**src/cpu_pkg.sv**
```systemverilog
package cpu_pkg;

    localparam int XLEN = 32;
    localparam int REG_ADDR_W = 5;
    localparam int NUM_REGS = 32;
    localparam int INSN_W = 32;
    localparam int IMM_W = 12;
    localparam int SHAMT_W = $clog2(XLEN);

    // accepted opcodes
    localparam logic [6:0] OPC_OP = 7'b0110011;
    localparam logic [6:0] OPC_OP_IMM = 7'b0010011;

    localparam logic [2:0] F3_ADD_SUB = 3'b000;
    localparam logic [2:0] F3_SLL = 3'b001;
    localparam logic [2:0] F3_SLT = 3'b010;
    localparam logic [2:0] F3_XOR = 3'b100;
    localparam logic [2:0] F3_SRL = 3'b101;
    localparam logic [2:0] F3_OR = 3'b110;
    localparam logic [2:0] F3_AND = 3'b111;

    localparam logic [6:0] F7_BASE = 7'b0000000;
    localparam logic [6:0] F7_ALT = 7'b0100000;

    typedef enum logic [3:0] {
        ALU_ADD = 4'd0,
        ALU_SUB = 4'd1,
        ALU_AND = 4'd2,
        ALU_OR  = 4'd3,
        ALU_XOR = 4'd4,
        ALU_SLT = 4'd5,
        ALU_SLL = 4'd6,
        ALU_SRL = 4'd7
    } alu_op_e;

    typedef struct packed {
        logic [6:0]            funct7;
        logic [REG_ADDR_W-1:0] rs2;
        logic [REG_ADDR_W-1:0] rs1;
        logic [2:0]            funct3;
        logic [REG_ADDR_W-1:0] rd;
        logic [6:0]            opcode;
    } r_type_t;

    typedef struct packed {
        logic [IMM_W-1:0]      imm12;
        logic [REG_ADDR_W-1:0] rs1;
        logic [2:0]            funct3;
        logic [REG_ADDR_W-1:0] rd;
        logic [6:0]            opcode;
    } i_type_t;

    // same word, two layouts
    typedef union packed {
        r_type_t r;
        i_type_t i;
    } insn_t;

endpackage

```
**src/pipe_if.sv**
```systemverilog


// alu results on their way to the register file
interface execute_result_if #(
    parameter int ISSUE_WIDTH = 2
);
    import cpu_pkg::*;

    logic [ISSUE_WIDTH-1:0]                 valid;
    logic [ISSUE_WIDTH-1:0][REG_ADDR_W-1:0] rd;
    logic [ISSUE_WIDTH-1:0][XLEN-1:0]       result;

    modport source (output valid, rd, result);
    modport sink (input valid, rd, result);
    // scoreboard view from issue
    modport monitor (input valid, rd);
endinterface

```
**src/writeback_regfile.sv**
```systemverilog
`timescale 1ns/10ps

module writeback_regfile #(
    parameter int ISSUE_WIDTH = 2
) (
    input  logic                                            clk,
    input  logic                                            rst,
    input  logic [ISSUE_WIDTH-1:0][cpu_pkg::REG_ADDR_W-1:0] rd_addr_a_i,
    input  logic [ISSUE_WIDTH-1:0][cpu_pkg::REG_ADDR_W-1:0] rd_addr_b_i,
    output logic [ISSUE_WIDTH-1:0][cpu_pkg::XLEN-1:0]       rd_data_a_o,
    output logic [ISSUE_WIDTH-1:0][cpu_pkg::XLEN-1:0]       rd_data_b_o,
    execute_result_if.sink                                  xr,
    output logic [ISSUE_WIDTH-1:0]                          wb_valid_o,
    output logic [ISSUE_WIDTH-1:0][cpu_pkg::REG_ADDR_W-1:0] wb_rd_o,
    output logic [ISSUE_WIDTH-1:0][cpu_pkg::XLEN-1:0]       wb_data_o
);
    import cpu_pkg::*;

    logic [XLEN-1:0] regs [NUM_REGS];

    // ascending lane order, so a later lane would win on the same rd
    always_ff @(posedge clk or posedge rst) begin
        if (rst) begin
            for (int r = 0; r < NUM_REGS; r++) begin
                regs[r] <= '0;
            end
        end else begin
            for (int k = 0; k < ISSUE_WIDTH; k++) begin
                if (xr.valid[k] && xr.rd[k] != '0) begin
                    regs[xr.rd[k]] <= xr.result[k];
                end
            end
        end
    end

    // x0 reads zero
    always_comb begin
        for (int k = 0; k < ISSUE_WIDTH; k++) begin
            rd_data_a_o[k] = (rd_addr_a_i[k] == '0) ? '0 : regs[rd_addr_a_i[k]];
            rd_data_b_o[k] = (rd_addr_b_i[k] == '0) ? '0 : regs[rd_addr_b_i[k]];
        end
    end

    always_ff @(posedge clk or posedge rst) begin
        if (rst) begin
            wb_valid_o <= '0;
        end else begin
            wb_valid_o <= xr.valid;
        end
    end

    always_ff @(posedge clk) begin
        wb_rd_o <= xr.rd;
        wb_data_o <= xr.result;
    end

endmodule
```
**src/flat_wrapper.sv**
```systemverilog
// flat-port wrapper written by rule: the top's interface ports become plain ports
module writeback_regfile_flat import cpu_pkg::*;
#(
    parameter int ISSUE_WIDTH = 2
)
  (clk, rst, rd_addr_a_i, rd_addr_b_i, rd_data_a_o, rd_data_b_o, wb_valid_o, wb_rd_o, wb_data_o, xr_valid, xr_rd, xr_result);
  execute_result_if #(.ISSUE_WIDTH(ISSUE_WIDTH)) xr_i ();
  input  logic clk;
  input  logic rst;
  input  logic [ISSUE_WIDTH-1:0][cpu_pkg::REG_ADDR_W-1:0] rd_addr_a_i;
  input  logic [ISSUE_WIDTH-1:0][cpu_pkg::REG_ADDR_W-1:0] rd_addr_b_i;
  output logic [ISSUE_WIDTH-1:0][cpu_pkg::XLEN-1:0] rd_data_a_o;
  output logic [ISSUE_WIDTH-1:0][cpu_pkg::XLEN-1:0] rd_data_b_o;
  output logic [ISSUE_WIDTH-1:0] wb_valid_o;
  output logic [ISSUE_WIDTH-1:0][cpu_pkg::REG_ADDR_W-1:0] wb_rd_o;
  output logic [ISSUE_WIDTH-1:0][cpu_pkg::XLEN-1:0] wb_data_o;
  input wire logic [$bits(xr_i.valid)-1:0] xr_valid;
  input wire logic [$bits(xr_i.rd)-1:0] xr_rd;
  input wire logic [$bits(xr_i.result)-1:0] xr_result;
  assign xr_i.valid = xr_valid;
  assign xr_i.rd = xr_rd;
  assign xr_i.result = xr_result;
  writeback_regfile #(.ISSUE_WIDTH(ISSUE_WIDTH)) u_core (.clk(clk), .rst(rst), .rd_addr_a_i(rd_addr_a_i), .rd_addr_b_i(rd_addr_b_i), .rd_data_a_o(rd_data_a_o), .rd_data_b_o(rd_data_b_o), .xr(xr_i), .wb_valid_o(wb_valid_o), .wb_rd_o(wb_rd_o), .wb_data_o(wb_data_o));
endmodule
```
**config.mk**
```make
export PLATFORM = sky130hd
export DESIGN_NAME = writeback_regfile_flat
export DESIGN_NICKNAME = d
export VERILOG_FILES = /design/src/cpu_pkg.sv /design/src/pipe_if.sv /design/src/writeback_regfile.sv /design/src/flat_wrapper.sv
export SDC_FILE = /design/constraint.sdc
export NUM_CORES = 2
export LEC_CHECK = 0
export BUFFER_PORTS_ARGS = -buffer_cell sky130_fd_sc_hd__buf_2
export CAP_MARGIN = 20
export CORE_MARGIN = 2
export CORE_UTILIZATION = 37
export DETAILED_ROUTE_END_ITERATION = 8
export PLACE_DENSITY = 0.51
export SLEW_MARGIN = 20
export SYNTH_ARGS = -nofsm -noshare
export SYNTH_HDL_FRONTEND = slang
export SYNTH_SLANG_ARGS = --single-unit
```
**constraint.sdc**
```tcl
create_clock -name clk -period 96.5 [get_ports clk]
set_clock_uncertainty 0.2 [all_clocks]
set_input_delay 4.825 -clock clk [delete_from_list [all_inputs] [get_ports clk]]
set_output_delay 4.825 -clock clk [all_outputs]
set_load 0.02 [all_outputs]
```
## Word level (Yosys, flattened, before mapping)

Index checks and enable logic that the tools add are counted.

- Memories: 0
- Flip-flop bits (word level): 1100
- Input port bits: 98
- Bits in latches: 0
- Memory bits (read-only): 0
- Logic and storage cells: 85
- RAM bits: 0

- Reductions and logical operators: 10
- $add $sub $neg: 0
- Div/mod/pow operators: 0
- Bitwise operators: 6
- Mux-type cells: 24
- Shift-type cells: 0
- Multiply operators: 0
- Equality and inequality tests: 0
- $lt $le $gt $ge: 8

Operators with widths:

| cell | number |
|---|---|
| $bwmux W1024 | 2 |
| $mux W1024 | 2 |
| $bmux W32 S5 | 4 |
| $mux W32 | 14 |
| $demux W32 S5 | 2 |
| $ge A6 B6 Y1 const B | 6 |
| $not A5 Y6 | 6 |
| $logic_not A5 Y1 | 4 |
| $lt A6 B1 Y1 const B | 2 |
| $reduce_bool A5 Y1 | 2 |
| $logic_and A1 B1 Y1 | 4 |

## Depth between registers and ports, before layout

- Depth in word-level cells: 9
- Mapped depth: 8
- Gate-level depth less buffers: 4

## Worst setup path before layout

Ideal clock, no wire load.

- Path type: in2out
- Start: in rd_addr_b_i[6] (netlist bit)
- End: out rd_data_b_o[35] (netlist bit)
- Cell stages on the path: 7
- Data required time: 91.475 ns
- Buffers on the path: 3
- Path slack: 85.023 ns
- Arrival time: 6.452 ns
- Path through: buf_4 > buf_6 > nor2b_1 > buf_2 > a221oi_1 > o21ai_0 > a311oi_1

RTL lines:

| element | RTL line | RTL |
|---|---|---|
| start: declaration | flat_wrapper.sv:11 | `input logic [ISSUE_WIDTH-1:0][cpu_pkg::REG_ADDR_W-1:0] rd_addr_b_i;` |
| end: declaration | flat_wrapper.sv:13 | `output logic [ISSUE_WIDTH-1:0][cpu_pkg::XLEN-1:0] rd_data_b_o;` |

==> impl_metrics.tcl <==
set metrics [dict create \
    synthesis.nets 7630 \
    via_count 73552 \
    slew_headroom_pct 13.3 \
    tns_ns 0 \
    final_common_cell "mux2i_1" \
    crit_arrival_ns 9.17 \
    mostFrequentLayoutCells "1431 x mux2i_1, 1026 x dfrtp_1, 766 x mux4_2, 608 x a21oi_1, 580 x nor2_1" \
    grt_antenna_before_repair 39 \
    fp.dieH_um 476 \
    crit_top_cell "buf_4" \
    seq_area_frac_synth_pct 33.0 \
    design_area_mm2 0.0906 \
    tightest_slew_ns 1.30 \
    root_buffer "clkbuf_16" \
    drtAntennaViolNets 0 \
    p_leak_nw 37.0 \
    dp_hpwl_mm 257 \
    ctsResizeCount 0 \
    synth_area_per_cell_um2 10.9 \
    end_kind "output pin" \
    hold_buffers 0 \
    finalWirelength_mm 437 \
    synth_seq_cells 1100 \
    post_cts_buffers 0 \
    final_core_util_pct 40.9 \
    fin_crit_sh_pct 14.7 \
    rsz0062_at_grt "false" \
    htreeDepth 4 \
    fmax_ghz 0.0705 \
    rows 173 \
    hold_class "flop to flop" \
    portBuffers 301 \
    ys.warnings.count 0 \
    required_ns 91.48 \
    async_flop_share_pct 93.3 \
    synth-edff-count 0 \
    drt_first_pass_iters 6 \
    nFillCells 21079 \
    drtIter0Drc 12820 \
    grt_pass1_vias 68435 \
    clkLatencyLatePin_ns 0.85 \
    whs_path_depth 0 \
    critical_path_class "input pin to output pin" \
    min_period_ns 14.19 \
    ff2ff_path_depth 2 \
    synth.cell_area_mm2 0.0823 \
    powerDensity_mw_per_mm2 21.3 \
    cts.reportedPaths.clkPinSlew_ns 0.05 \
    grt_overflow_total 0 \
    peakVddDrop_v 0.0000202 \
    cts_tree "yes" \
    cts_num_sinks 1100 \
    io_pins 302 \
    final_nets 7334 \
    setup_viol 0 \
    cap_violations 0 \
    cp-start-kind "input pin" \
    avgViaCountPerCell 7.10 \
    clockBufferDepth 3 \
    start_util_pct 37.1 \
    syn_inst 7532 \
    ys.flop_type "dfrtp_1" \
    gp_congestion 0.955 \
    crit_chain "buf_8, buf_4, buf_4, mux2i_1, a221oi_1, o21ai_0, a311oi_1, buf_2" \
    grt_max_degree 148 \
    cp_max_fo 67 \
    grtUsageTotal_pct 38.0 \
    max_stage_delay_ns 1.06 \
    area_growth_pct 10.0 \
    drc_errors 0 \
    ys_types 51 \
    core_area_mm2 0.222 \
    cp_slowest_cell "a311oi_1" \
    die_area_mm2 0.226 \
    routedWlPerCell_um 42.2 \
    finalHoldViolCount 0 \
    placed_area_mm2 0.0853 \
    cts-buffers-inserted 145 \
    grt_pass1_wl_mm 595 \
    drive_gt1_share_pct 24.4 \
    holdWs_ns 0.239 \
    dieWidth_um 476 \
    slew_violations 0 \
    status "finished, final reports clean" \
]
==> power breakdown <==
group          switching, mW  total, mW  internal (mW)
registers              0.166      0.740          0.574
logic                  0.294      0.592          0.297
clock network          0.238      0.602          0.363
==> cell type report <==
class | count | area (µm²) | area share (%)
clock buffers | 212 | 4400 | 4.86
well taps | 2975 | 3720 | 4.11
flip-flops and latches | 1100 | 27200 | 30.0
repair buffers | 507 | 3300 | 3.64
clock inverters | 49 | 729 | 0.805
inverters | 5 | 33.8 | 0.0373
diodes | 40 | 100 | 0.110
multi-input cells | 5477 | 51200 | 56.5
==> Yosys cell counts, drive strengths merged, types with 103 or more instances <==
library cell / instances / area share, %
a211oi: 128 / 1.2
a21oi: 608 / 3.7
a221oi: 103 / 1.3
a22oi: 128 / 1.2
buf: 439 / 3.3
clkbuf: 511 / 2.3
dfrtp: 1026 / 31
mux2: 128 / 1.8
mux2i: 1431 / 17
mux4: 800 / 22
nand2: 560 / 2.6
nor2: 612 / 2.9
nor2b: 109 / 0.83
o21ai: 583 / 3.5
==> path summary, 6_finish.rpt <==
kind	startpoint	endpoint	slack (ns)
max in group asynchronous	rst	u_core.regs[110]	87.58
hold reg to reg	u_core.regs[1001]	u_core.regs[1001]	0.24
setup / recovery	rd_addr_b_i[7]	rd_data_b_o[37]	82.31
hold / removal	u_core.regs[1001]	u_core.regs[1001]	0.24
min in group asynchronous	rst	u_core.regs[637]	3.88
setup reg to reg	u_core.regs[29]	u_core.regs[29]	95.39
==> per-layer routing <==
layer	part of all wire [%]	GRT usage (%)	routed length (µm)
met1	36	48.0	159000
met2	40	51.6	177000
met3	14	15.4	62200
met4	9.0	28.2	39200
met5	0.052	0.768	228
==> per-stage QoR <==
stage          setup WS [ns]  total power, mW  std cells
2_1_floorplan          62.60             1.10       7532
3_3_place_gp           81.98             1.29      10059
3_5_place_dp           82.32             1.31      10064
4_1_cts                82.32             1.91      10325
5_1_grt                82.24             1.99      10333
6_report               82.31             1.93      10365
==> cells by family after synthesis <==
family	synth area share, %
muxes	41.2
AOI/OAI and AO/OA	13.0
and+or+nand+nor	7.14
DFF	33.0
buffers and inverters	5.68
==> critical path: cells and delay by family <==
family	cells	cell delay, ns
buffers and inverters	4	2.42
multiplexers	1	0.16
AO/OA/AOI/OAI	3	1.51
==> flip-flops by register name (all words and copies together) (netlist names) <==
signal	cells
u_core.wb_data_o	64
u_core.wb_rd_o	10
u_core.wb_valid_o	2
u_core.regs	1024
No activity file was read; power rests on OpenSTA's default activity.
