[config.mk]
export PLATFORM = sky130hd
export DESIGN_NAME = execute_lanes_flat
export DESIGN_NICKNAME = d
export VERILOG_FILES = /design/src/cpu_pkg.sv /design/src/pipe_if.sv /design/src/execute_lanes.sv /design/src/flat_wrapper.sv
export SDC_FILE = /design/constraint.sdc
export NUM_CORES = 1
export LEC_CHECK = 0
export ABC_AREA = 1
export BUFFER_PORTS_ARGS = -buffer_cell sky130_fd_sc_hd__buf_2
export CAP_MARGIN = 20
export CORE_MARGIN = 10
export CORE_UTILIZATION = 25
export CTS_CLUSTER_DIAMETER = 150
export DETAILED_ROUTE_END_ITERATION = 8
export GPL_TIMING_DRIVEN = 0
export PLACE_DENSITY = 0.47
export SETUP_SLACK_MARGIN = 0.1
export SKIP_LAST_GASP = 1
export SYNTH_ARGS = -nofsm -noshare
export SYNTH_HDL_FRONTEND = slang
export SYNTH_SLANG_ARGS = --single-unit
[constraint.sdc]
create_clock -name clk -period 0.8 [get_ports clk]
set_input_delay 0.16 -clock clk [delete_from_list [all_inputs] [get_ports clk]]
set_output_delay 0.16 -clock clk [all_outputs]
set_load 0.01 [all_outputs]
[src/cpu_pkg.sv]
package cpu_pkg;

    localparam int XLEN = 32;
    localparam int REG_ADDR_W = 5;
    localparam int NUM_REGS = 32;
    localparam int INSN_W = 32;
    localparam int IMM_W = 12;
    localparam int SHAMT_W = $clog2(XLEN);

    // accepted opcodes
    localparam logic [6:0] OPC_OP = 7'b0110011;
    localparam logic [6:0] OPC_OP_IMM = 7'b0010011;

    localparam logic [2:0] F3_ADD_SUB = 3'b000;
    localparam logic [2:0] F3_SLL = 3'b001;
    localparam logic [2:0] F3_SLT = 3'b010;
    localparam logic [2:0] F3_XOR = 3'b100;
    localparam logic [2:0] F3_SRL = 3'b101;
    localparam logic [2:0] F3_OR = 3'b110;
    localparam logic [2:0] F3_AND = 3'b111;

    localparam logic [6:0] F7_BASE = 7'b0000000;
    localparam logic [6:0] F7_ALT = 7'b0100000;

    typedef enum logic [3:0] {
        ALU_ADD = 4'd0,
        ALU_SUB = 4'd1,
        ALU_AND = 4'd2,
        ALU_OR  = 4'd3,
        ALU_XOR = 4'd4,
        ALU_SLT = 4'd5,
        ALU_SLL = 4'd6,
        ALU_SRL = 4'd7
    } alu_op_e;

    typedef struct packed {
        logic [6:0]            funct7;
        logic [REG_ADDR_W-1:0] rs2;
        logic [REG_ADDR_W-1:0] rs1;
        logic [2:0]            funct3;
        logic [REG_ADDR_W-1:0] rd;
        logic [6:0]            opcode;
    } r_type_t;

    typedef struct packed {
        logic [IMM_W-1:0]      imm12;
        logic [REG_ADDR_W-1:0] rs1;
        logic [2:0]            funct3;
        logic [REG_ADDR_W-1:0] rd;
        logic [6:0]            opcode;
    } i_type_t;

    // same word, two layouts
    typedef union packed {
        r_type_t r;
        i_type_t i;
    } insn_t;

endpackage

[src/pipe_if.sv]
`timescale 1ns/10ps

// decoded lanes with operands, one entry per lane
interface decode_execute_if #(
    parameter int ISSUE_WIDTH = 2
);
    import cpu_pkg::*;

    logic [ISSUE_WIDTH-1:0]                 valid;
    logic [ISSUE_WIDTH-1:0][REG_ADDR_W-1:0] rd;
    alu_op_e [ISSUE_WIDTH-1:0]              alu_op;
    logic [ISSUE_WIDTH-1:0][XLEN-1:0]       operand_a;
    logic [ISSUE_WIDTH-1:0][XLEN-1:0]       operand_b;
    logic [ISSUE_WIDTH-1:0]                 writes;

    modport source (output valid, rd, alu_op, operand_a, operand_b, writes);
    modport sink (input valid, rd, alu_op, operand_a, operand_b, writes);
endinterface

// alu results on their way to the register file
interface execute_result_if #(
    parameter int ISSUE_WIDTH = 2
);
    import cpu_pkg::*;

    logic [ISSUE_WIDTH-1:0]                 valid;
    logic [ISSUE_WIDTH-1:0][REG_ADDR_W-1:0] rd;
    logic [ISSUE_WIDTH-1:0][XLEN-1:0]       result;

    modport source (output valid, rd, result);
    modport sink (input valid, rd, result);
    // scoreboard view from issue
    modport monitor (input valid, rd);
endinterface

[src/execute_lanes.sv]
`timescale 1ns/10ps

module execute_lanes #(
    parameter int ISSUE_WIDTH = 2
) (
    input  logic             clk,
    input  logic             rst,
    decode_execute_if.sink   dx,
    execute_result_if.source xr
);
    import cpu_pkg::*;

    logic [ISSUE_WIDTH-1:0][XLEN-1:0] alu_result;

    function automatic logic [XLEN-1:0] alu_eval(
        alu_op_e         op,
        logic [XLEN-1:0] a,
        logic [XLEN-1:0] b
    );
        case (op)
            ALU_ADD: return a + b;
            ALU_SUB: return a - b;
            ALU_AND: return a & b;
            ALU_OR: return a | b;
            ALU_XOR: return a ^ b;
            ALU_SLT: return {{(XLEN-1){1'b0}}, $signed(a) < $signed(b)};
            // shift amount from low bits only
            ALU_SLL: return a << b[SHAMT_W-1:0];
            ALU_SRL: return a >> b[SHAMT_W-1:0];
            default: return '0;
        endcase
    endfunction

    always_comb begin
        for (int k = 0; k < ISSUE_WIDTH; k++) begin
            alu_result[k] = alu_eval(dx.alu_op[k], dx.operand_a[k], dx.operand_b[k]);
        end
    end

    // bubbles drop out here
    always_ff @(posedge clk or posedge rst) begin
        if (rst) begin
            xr.valid <= '0;
        end else begin
            xr.valid <= dx.valid & dx.writes;
        end
    end

    always_ff @(posedge clk) begin
        for (int k = 0; k < ISSUE_WIDTH; k++) begin
            xr.rd[k] <= dx.rd[k];
            xr.result[k] <= alu_result[k];
        end
    end

endmodule

[src/flat_wrapper.sv]
// flat-port wrapper written by rule: the top's interface ports become plain ports
module execute_lanes_flat import cpu_pkg::*;
#(
    parameter int ISSUE_WIDTH = 2
)
  (clk, rst, dx_valid, dx_rd, dx_alu_op, dx_operand_a, dx_operand_b, dx_writes, xr_valid, xr_rd, xr_result);
  decode_execute_if #(.ISSUE_WIDTH(ISSUE_WIDTH)) dx_i ();
  execute_result_if #(.ISSUE_WIDTH(ISSUE_WIDTH)) xr_i ();
  input  logic clk;
  input  logic rst;
  input wire logic [$bits(dx_i.valid)-1:0] dx_valid;
  input wire logic [$bits(dx_i.rd)-1:0] dx_rd;
  input wire logic [$bits(dx_i.alu_op)-1:0] dx_alu_op;
  input wire logic [$bits(dx_i.operand_a)-1:0] dx_operand_a;
  input wire logic [$bits(dx_i.operand_b)-1:0] dx_operand_b;
  input wire logic [$bits(dx_i.writes)-1:0] dx_writes;
  output wire logic [$bits(xr_i.valid)-1:0] xr_valid;
  output wire logic [$bits(xr_i.rd)-1:0] xr_rd;
  output wire logic [$bits(xr_i.result)-1:0] xr_result;
  assign dx_i.valid = dx_valid;
  assign dx_i.rd = dx_rd;
  assign dx_i.alu_op = dx_alu_op;
  assign dx_i.operand_a = dx_operand_a;
  assign dx_i.operand_b = dx_operand_b;
  assign dx_i.writes = dx_writes;
  assign xr_valid = xr_i.valid;
  assign xr_rd = xr_i.rd;
  assign xr_result = xr_i.result;
  execute_lanes #(.ISSUE_WIDTH(ISSUE_WIDTH)) u_core (.clk(clk), .rst(rst), .dx(dx_i), .xr(xr_i));
endmodule
# [After elaboration in Yosys (flattened, before gate mapping)]
# Cells that the tools add are included.
[word_totals] latch_bits=0 input_bits=152 output_inout_bits=76 mem_bits_ro=0 wordCells=40 ramBits=0 ff_bits=76 n_memories=0
[op_classes] shift=4 add_sub_neg=4 n_lt_le_gt_ge=2 reduce_logical=2 n_mux=2 bitwise=7 n_div=0 mul=0 eq_ne=14
[op_table] operator="$pmux W32 S8" n=2
[op_table] operator="$add A32 B32 Y32" n=2
[op_table] operator="$and A32 B32 Y32" n=2
[op_table] operator="$lt A32 B32 Y1" n=2
[op_table] operator="$or A32 B32 Y32" n=2
[op_table] operator="$shl A32 B5 Y32" n=2
[op_table] operator="$shr A32 B5 Y32" n=2
[op_table] operator="$sub A32 B32 Y32" n=2
[op_table] operator="$xor A32 B32 Y32" n=2
[op_table] operator="$eq A4 B3 Y1 const B" n=8
[op_table] operator="$eq A4 B2 Y1 const B" n=4
[op_table] operator="$eq A4 B1 Y1 const B" n=2
[op_table] operator="$logic_not A4 Y1" n=2
[op_table] operator="$and A2 B2 Y2" n=1

# [Depth between registers and ports, before layout]
# Gate-level depths: netlist of the first run.
[logic_depth] depth_word=2 mapped_depth=18 mapped_depth_nobuf=15

# [Worst setup path before layout of the first run]
# OpenSTA, ideal clock, no wires.
[synth_path] kind="input to register" from="input dx_operand_b[3]" to="register u_core.xr.result[0]" t_required_ns=0.687 slack_ns=-1.442 setup_ns=0.113 arrival_time_ns=2.129 path_stages=18 n_path_buf=4 cell_sequence="clkbuf_1 -> inv_2 -> buf_2 -> buf_1 -> ha_1 -> buf_2 -> nor2_1 -> nand2_1 -> nand3_1 -> nand2_1 -> nand2_1 -> nand2_1 -> nand2_1 -> nand2_1 -> nand2_1 -> nand2_1 -> nand3_1 -> nand2_1"
[synth_lines] element="from (decl)" line_no="flat_wrapper.sv:15" source="input wire logic [$bits(dx_i.operand_b)-1:0] dx_operand_b;"
[synth_lines] element="to (signal, indexed assignment)" line_no="execute_lanes.sv:52" source="xr.result[k] <= alu_result[k];"
[synth_lines] element="to (decl)" line_no="pipe_if.sv:30" source="modport source (output valid, rd, result);"

==> metrics, run 1 <==
VDD IR max approximately 1.4 mV; crit path max fanout 4; Remaining DRCs 0; layout cells sized above 1 0.3012; Synth Register Bits 76; clock transition at the registers of the reported paths 0.07 ns; drt initial violations 3,295; mapped cell area roughly 0.021 mm^2; Gate power share 0.695; Post-DP HPWL 112,100 um; number of synthesized flops with an enable pin 0; Inserted Clock Buffers 9; Ports 228; Syn Inst Count 4,073; Slew HR 0.3520; largest net degree at the start of global routing 15; Final ANT Viol Nets 0; CP Cell Sequence buf_4 -> ha_4 -> inv_1 -> fa_2 -> inv_2 -> nand3_4 -> nand3_4 -> nand2_2 -> nand2_4 -> buf_12 -> nand2_4 -> nand2_8 -> a21oi_2 -> o21ai_2 -> nand3_2; fin util 0.3585; area share of the largest cell type after synthesis 0.2230; syn nets 4,446; Avg Inst Size Synth 5.161 um^2; power density over cell area approximately 980 mW/mm^2; Die ar. between 0.09 and 0.1 mm^2; top_reg_cell synth dfxtp_1; CP Data Arrival Time 2.06 ns; Max Slew Vio Count 0; Tcrit/Tclk final 2.235; final hold violation count 0; chip height 310.0 um; initial antenna violation count 10; clk root buf clkbuf_16; max-cap viol count 0; vias per cell between 5 and 6; die width 310.0 um; Clock Power Share 0.157; area grow syn2layout 42.49%; worst-margin pin slew 0.9720 ns; RSZ-0062 raised after global routing true; wire per inst 24.65 um; fmax 559.2 MHz; CTS Buffer Depth 2; # setup viols final 140; Slowest cell on crit path fa_2; fraction of registers with async set/reset 0.02632; Worst Hold Class in2async; total power 29,280 uW; Post-Place Cells 5,380; Final Non-Filler Cells 5,526; status finished, violations left; Sequential Power Share 0.148; initial core utilization 0.2516; synth unique cells 54; fin worst setup slack -0.9884 ns; CP max stage delay 0.42 ns; Setup CP Type in2reg; placed inst area ~0.024 mm^2; failing checks setup timing; Startpoint Class primary input; H-tree Lvls 3; Critical Path RT 1.07 ns; row count 106; nets about 4,800; first-pass GRT wire length 189,000 um; drt pass-1 iters 6; final WL 136,200 um; Synth area leader nand2_1; Lkg Pwr 0.01568 uW; crit path capture type flip-flop; switching part of the total 0.5507; CTS tree yes; fin crit period 1.788 ns; yosys warns 0; GRT Overall Usage 0.2687; P_sw 16,120 uW; post-route design area 0.02995 mm^2; GRT overflow 0; core area ~0.084 mm^2; gpl congestion 1.018; P_int 13,160 uW; largest cells by area after synthesis nand2_1, nand3_1, ha_1; via count 29,840; sequential element share of the synthesized area 0.07286; port bufs 227; via count of the first global-routing pass 27,360; Sink Count 76; TNS Setup -70.86 ns
==> layout make-up <==
cell class / instances / area (um^2)
clock buffers: 10 / 239.0
well taps: 1080 / 1351
repair buffers: 350 / 2664
multi-input cells: 3207 / 20070
clock inverters: 6 / 48.80
inverters: 607 / 2404
plain buffers: 180 / 1587
fillers: 9481 / 53600
flip-flops and latches: 76 / 1565
diodes: 10 / 25.02
==> power groups by stage <==
stage	registers (uW)	logic, uW	clock network, uW
finish	4330	20400	4600
global route	4360	21600	4850
CTS	4290	17800	4800
floorplan	4580	9070	0
detailed placement	4350	15300	0
global placement	4340	15400	0
==> cells in the mapped netlist (all sizes together), types with 7 or more instances <==
| master | instances |
|---|---|
| dfxtp | 74 |
| o211ai | 34 |
| ha | 217 |
| inv | 605 |
| buf | 143 |
| nor4 | 9 |
| nand2 | 1259 |
| nand3b | 9 |
| and2 | 27 |
| o21ai | 121 |
| o21bai | 16 |
| nand3 | 791 |
| and3 | 7 |
| a31oi | 11 |
| o22ai | 56 |
| clkbuf | 40 |
| o21a | 7 |
| a21oi | 145 |
| nand4 | 45 |
| nor3 | 55 |
| nor2 | 371 |
| or2 | 8 |
==> critical path: cells and delay by family <==
| kind | cells | cell delay (ns) |
|---|---|---|
| AOI/OAI and AO/OA | 2 | 0.16 |
| adders and majority gates | 2 | 0.57 |
| buffers and inverters | 4 | 0.45 |
| and+or+nand+nor | 7 | 0.70 |
==> cell usage in the layout, fill, tap and decap left out, types with 79 or more instances in the layout <==
master   netlist  routed
buf_2         97     185
a21oi_1      144      84
nand3_2        1     121
buf_6         10      79
nand2_1     1249    1009
nor2_1       358     217
inv_1        590     533
buf_4         19     156
nand3_1      790     642
ha_1         217     191
nand2_2        9     165
==> worst paths after layout <==
kind | to | startpoint | slack [ns] | cells past startpoint
setup / recovery | u_core.xr.result[46] | dx_operand_b[32] | -0.99 | 15
hold / removal | u_core.xr.valid[0] | rst | 0.12 | 3
max in group asynchronous | u_core.xr.valid[1] | rst | 0.56 | 3
min in group clk | u_core.xr.result[0] | dx_alu_op[3] | 0.21 | 4
==> metrics by stage <==
step | worst slack [ns] | hold WS, ns
after global routing | -1.021 | 0.1334
final | -0.9884 | 0.1182
after detailed placement | -1.992 | 0.01421
after floorplan | -0.9974 | -0.09882
after global placement | -2.023 | 0.01037
after CTS | -0.9648 | 0.1071
==> cell families after synthesis <==
group	synth area share
AO/OA/AOI/OAI	0.1076
XOR/XNOR	0.001667
adder cells (fa/ha/maj)	0.1330
buffers and inverters	0.1546
flip-flops	0.07286
multiplexers	0.0004762
AND/OR/NAND/NOR	0.5298
==> state kept, by name (all words and copies together), names as in the netlist <==
signal            cells
u_core.xr.valid       2
u_core.xr.rd         10
u_core.xr.result     64
==> timing repair <==
action	CTS	global route
hold endpoints to repair	14	0
resized for setup	701	588
hold buffers	15	0
setup endpoints to repair	140	140
gates cloned	3	0
pin swaps	177	195
setup buffers	68	40
==> routing by layer <==
metal,track usage,vias to the layer above,routed length (um)
li1,-,13890,-
met1,0.3641,14060,58210
met2,0.4075,1576,57930
met3,0.05077,304,12630
met4,0.1211,8,7403
met5,0,-,55
(Power assumes the default switching activity.)
==> run 2, diff against run 1 <==
- GPL_TIMING_DRIVEN: 0 -> not set
- HOLD_SLACK_MARGIN: not set -> 0.15
==> run 2 against run 1 <==
Compared with the run above: the flow still finishes with violations (setup timing); wire length down 4.4%; sequential share of layout area down 1.0 points; largest power group unchanged; utilization increased by 10 points; critical path depth unchanged; clock power is 13% higher; highest routed layer unchanged; global-route usage is 1.4 points lower; via count up 6.6%; worst hold slack improved by 0.052 ns.
==> metrics, run 2 (synthesis results as in run 1) <==
max-cap viol count 0; Max Slew Vio Count 0; Setup CP Type in2reg; status finished, violations left; Ports between 200 and 250; port bufs 227; gpl congestion 0.9992; total power 35,640 uW; power density over cell area just over 900 mW/mm^2; Slowest cell on crit path fa_2; fmax approximately 650 MHz; Critical Path RT 1.11 ns; drt initial violations 2,955; Remaining DRCs 0; Startpoint Class primary input; first-pass GRT wire length 185,400 um; Reg with most FFs u_core.xr.result; clk root buf clkbuf_16; vias per cell 5.071; commonest cells after routing, fill and taps aside buf_4, nand2_1, nand3_1; nets 5,561; largest net degree at the start of global routing 51; drt pass-1 iters 7; VDD IR max 1.227 mV; initial antenna violation count 6; largest registers u_core.xr.result: 64 flops, u_core.xr.rd: 10 flops, u_core.xr.valid: 2 flops; die width 310.0 um; GRT overflow 0; Tcrit/Tclk final 1.912; area of the multi-input gates 0.02185 mm^2; crit path capture type flip-flop; area grow syn2layout 84.13%; final WL 130,300 um; CP Data Arrival Time 1.84 ns; fin crit period 1.529 ns; GRT Overall Usage 0.2549; clock transition at the registers of the reported paths 0.09 ns; Post-DP HPWL 106,200 um; fillers 8,681; core area 0.08356 mm^2; Final ANT Viol Nets 0; via count 31,810; failing checks setup timing; crit path max fanout 5; Post-Place Cells 6,122; worst-margin pin slew 0.4437 ns; Sink Count 76; wire per inst 20.76 um; CP max stage delay 0.37 ns; Worst Hold Class in2async; CP Cell Sequence buf_12 -> ha_4 -> inv_4 -> fa_2 -> inv_2 -> nand3_4 -> nand3_4 -> nand2_2 -> nand2_4 -> buf_6 -> a21oi_2 -> o21ai_1 -> o21ai_1 -> nor2_1 -> nand2_1; Reg area approximately 0.0016 mm^2; Slew HR 0.7031; # setup viols final 140; initial core utilization 0.2516; Die ar. 0.09608 mm^2; final hold violation count 0; Largest register FFs between 60 and 70; Inserted Clock Buffers 9; fin util 0.4632; CTS tree yes; fin worst setup slack -0.7294 ns; layout cells sized above 1 0.5016; via count of the first global-routing pass 29,620; row count 106; Final Non-Filler Cells 6,274; CTS Buffer Depth 2; chip height 310.0 um; RSZ-0062 raised after global routing true; Lkg Pwr roughly 0.02 uW; commonest non-fill, non-tap cell in the layout buf_4; H-tree Lvls 3
run 2: cell count changes in the layout (fill, tap and decap cells not counted), sizes merged:
| cell | previous run | this run |
|---|---|---|
| inv | 599 | 608 |
| clkinv | 5 | 2 |
| buf | 462 | 1269 |
| diode | 10 | 1 |
| bufinv | 0 | 1 |
| clkbuf | 62 | 10 |
| clkinvlp | 9 | 4 |
run 2: repair_timing:
action | 4_1_cts | 5_1_grt
hold endpoints to repair | 14 | 0
endpoints found under the setup margin | 140 | 140
hold buffers | 15 | 0
setup buffers | 71 | 47
pin swaps | 336 | 363
resized for setup | 1262 | 716
gates cloned | 3 | 1
run 2: cell type report:
cell class | instances | share of cell area
Timing Repair inverter | 1 | 0.0002909
Antenna cell | 1 | 0.00006465
Clock buffer | 9 | 0.005819
Inverter | 607 | 0.06401
Clock inverter | 7 | 0.002263
Multi-Input combinational cell | 3207 | 0.5646
Timing Repair Buffer | 1286 | 0.2861
Tap cell | 1080 | 0.03491
Sequential cell | 76 | 0.04196
run 2: worst max-delay path, delay by kind of cell:
kind                     cells  cell delay (ns)
AND/OR/NAND/NOR              6             0.53
adder cells (fa/ha/maj)      2             0.53
buffers and inverters        4             0.36
AO/OA/AOI/OAI                3             0.27
run 2: how the worst max path moves through the flow:
| stage | startpoint | end | slack (ns) | cells past startpoint |
|---|---|---|---|---|
| 2_1_floorplan | dx_operand_b[3] | u_core.xr.result[30] | -1.0 | 17 |
| 4_1_cts | dx_operand_a[33] | u_core.xr.result[34] | -0.66 | 11 |
| 6_report | dx_operand_b[32] | u_core.xr.result[38] | -0.73 | 15 |
| 3_3_place_gp | dx_operand_b[32] | u_core.xr.result[34] | -1.41 | 12 |
| 5_1_grt | dx_operand_b[32] | u_core.xr.result[38] | -0.81 | 15 |
| 3_5_place_dp | dx_operand_b[32] | u_core.xr.result[34] | -1.42 | 12 |
run 2: per-layer routing:
layer / GRT usage / vias up / wire (um)
li1: - / 15390 / -
met1: 0.3469 / 14870 / 56750
met2: 0.3978 / 1313 / 57640
met3: 0.03460 / 240 / 9592
met4: 0.1093 / 2 / 6275
met5: 0 / - / 9
run 2: per-stage QoR:
stage / TNS (ns) / worst slack (ns) / instance area [um^2] / hold WS [ns]
4_1_cts: -53.95 / -0.6650 / 35860 / 0.1324
6_report: -54.63 / -0.7294 / 38700 / 0.1698
3_3_place_gp: -81.20 / -1.407 / 30220 / 0.01206
3_5_place_dp: -81.56 / -1.424 / 30220 / 0.01404
5_1_grt: -60.12 / -0.8130 / 38700 / 0.1777
2_1_floorplan: -56.10 / -0.9974 / 21480 / -0.09882
run 2: power by group:
part | internal, uW | total, uW | switching [uW]
Clock | 2520 | 5210 | 2680
Combinational | 11300 | 25900 | 14600
Sequential | 4230 | 4520 | 284
Total | 18000 | 35600 | 17600
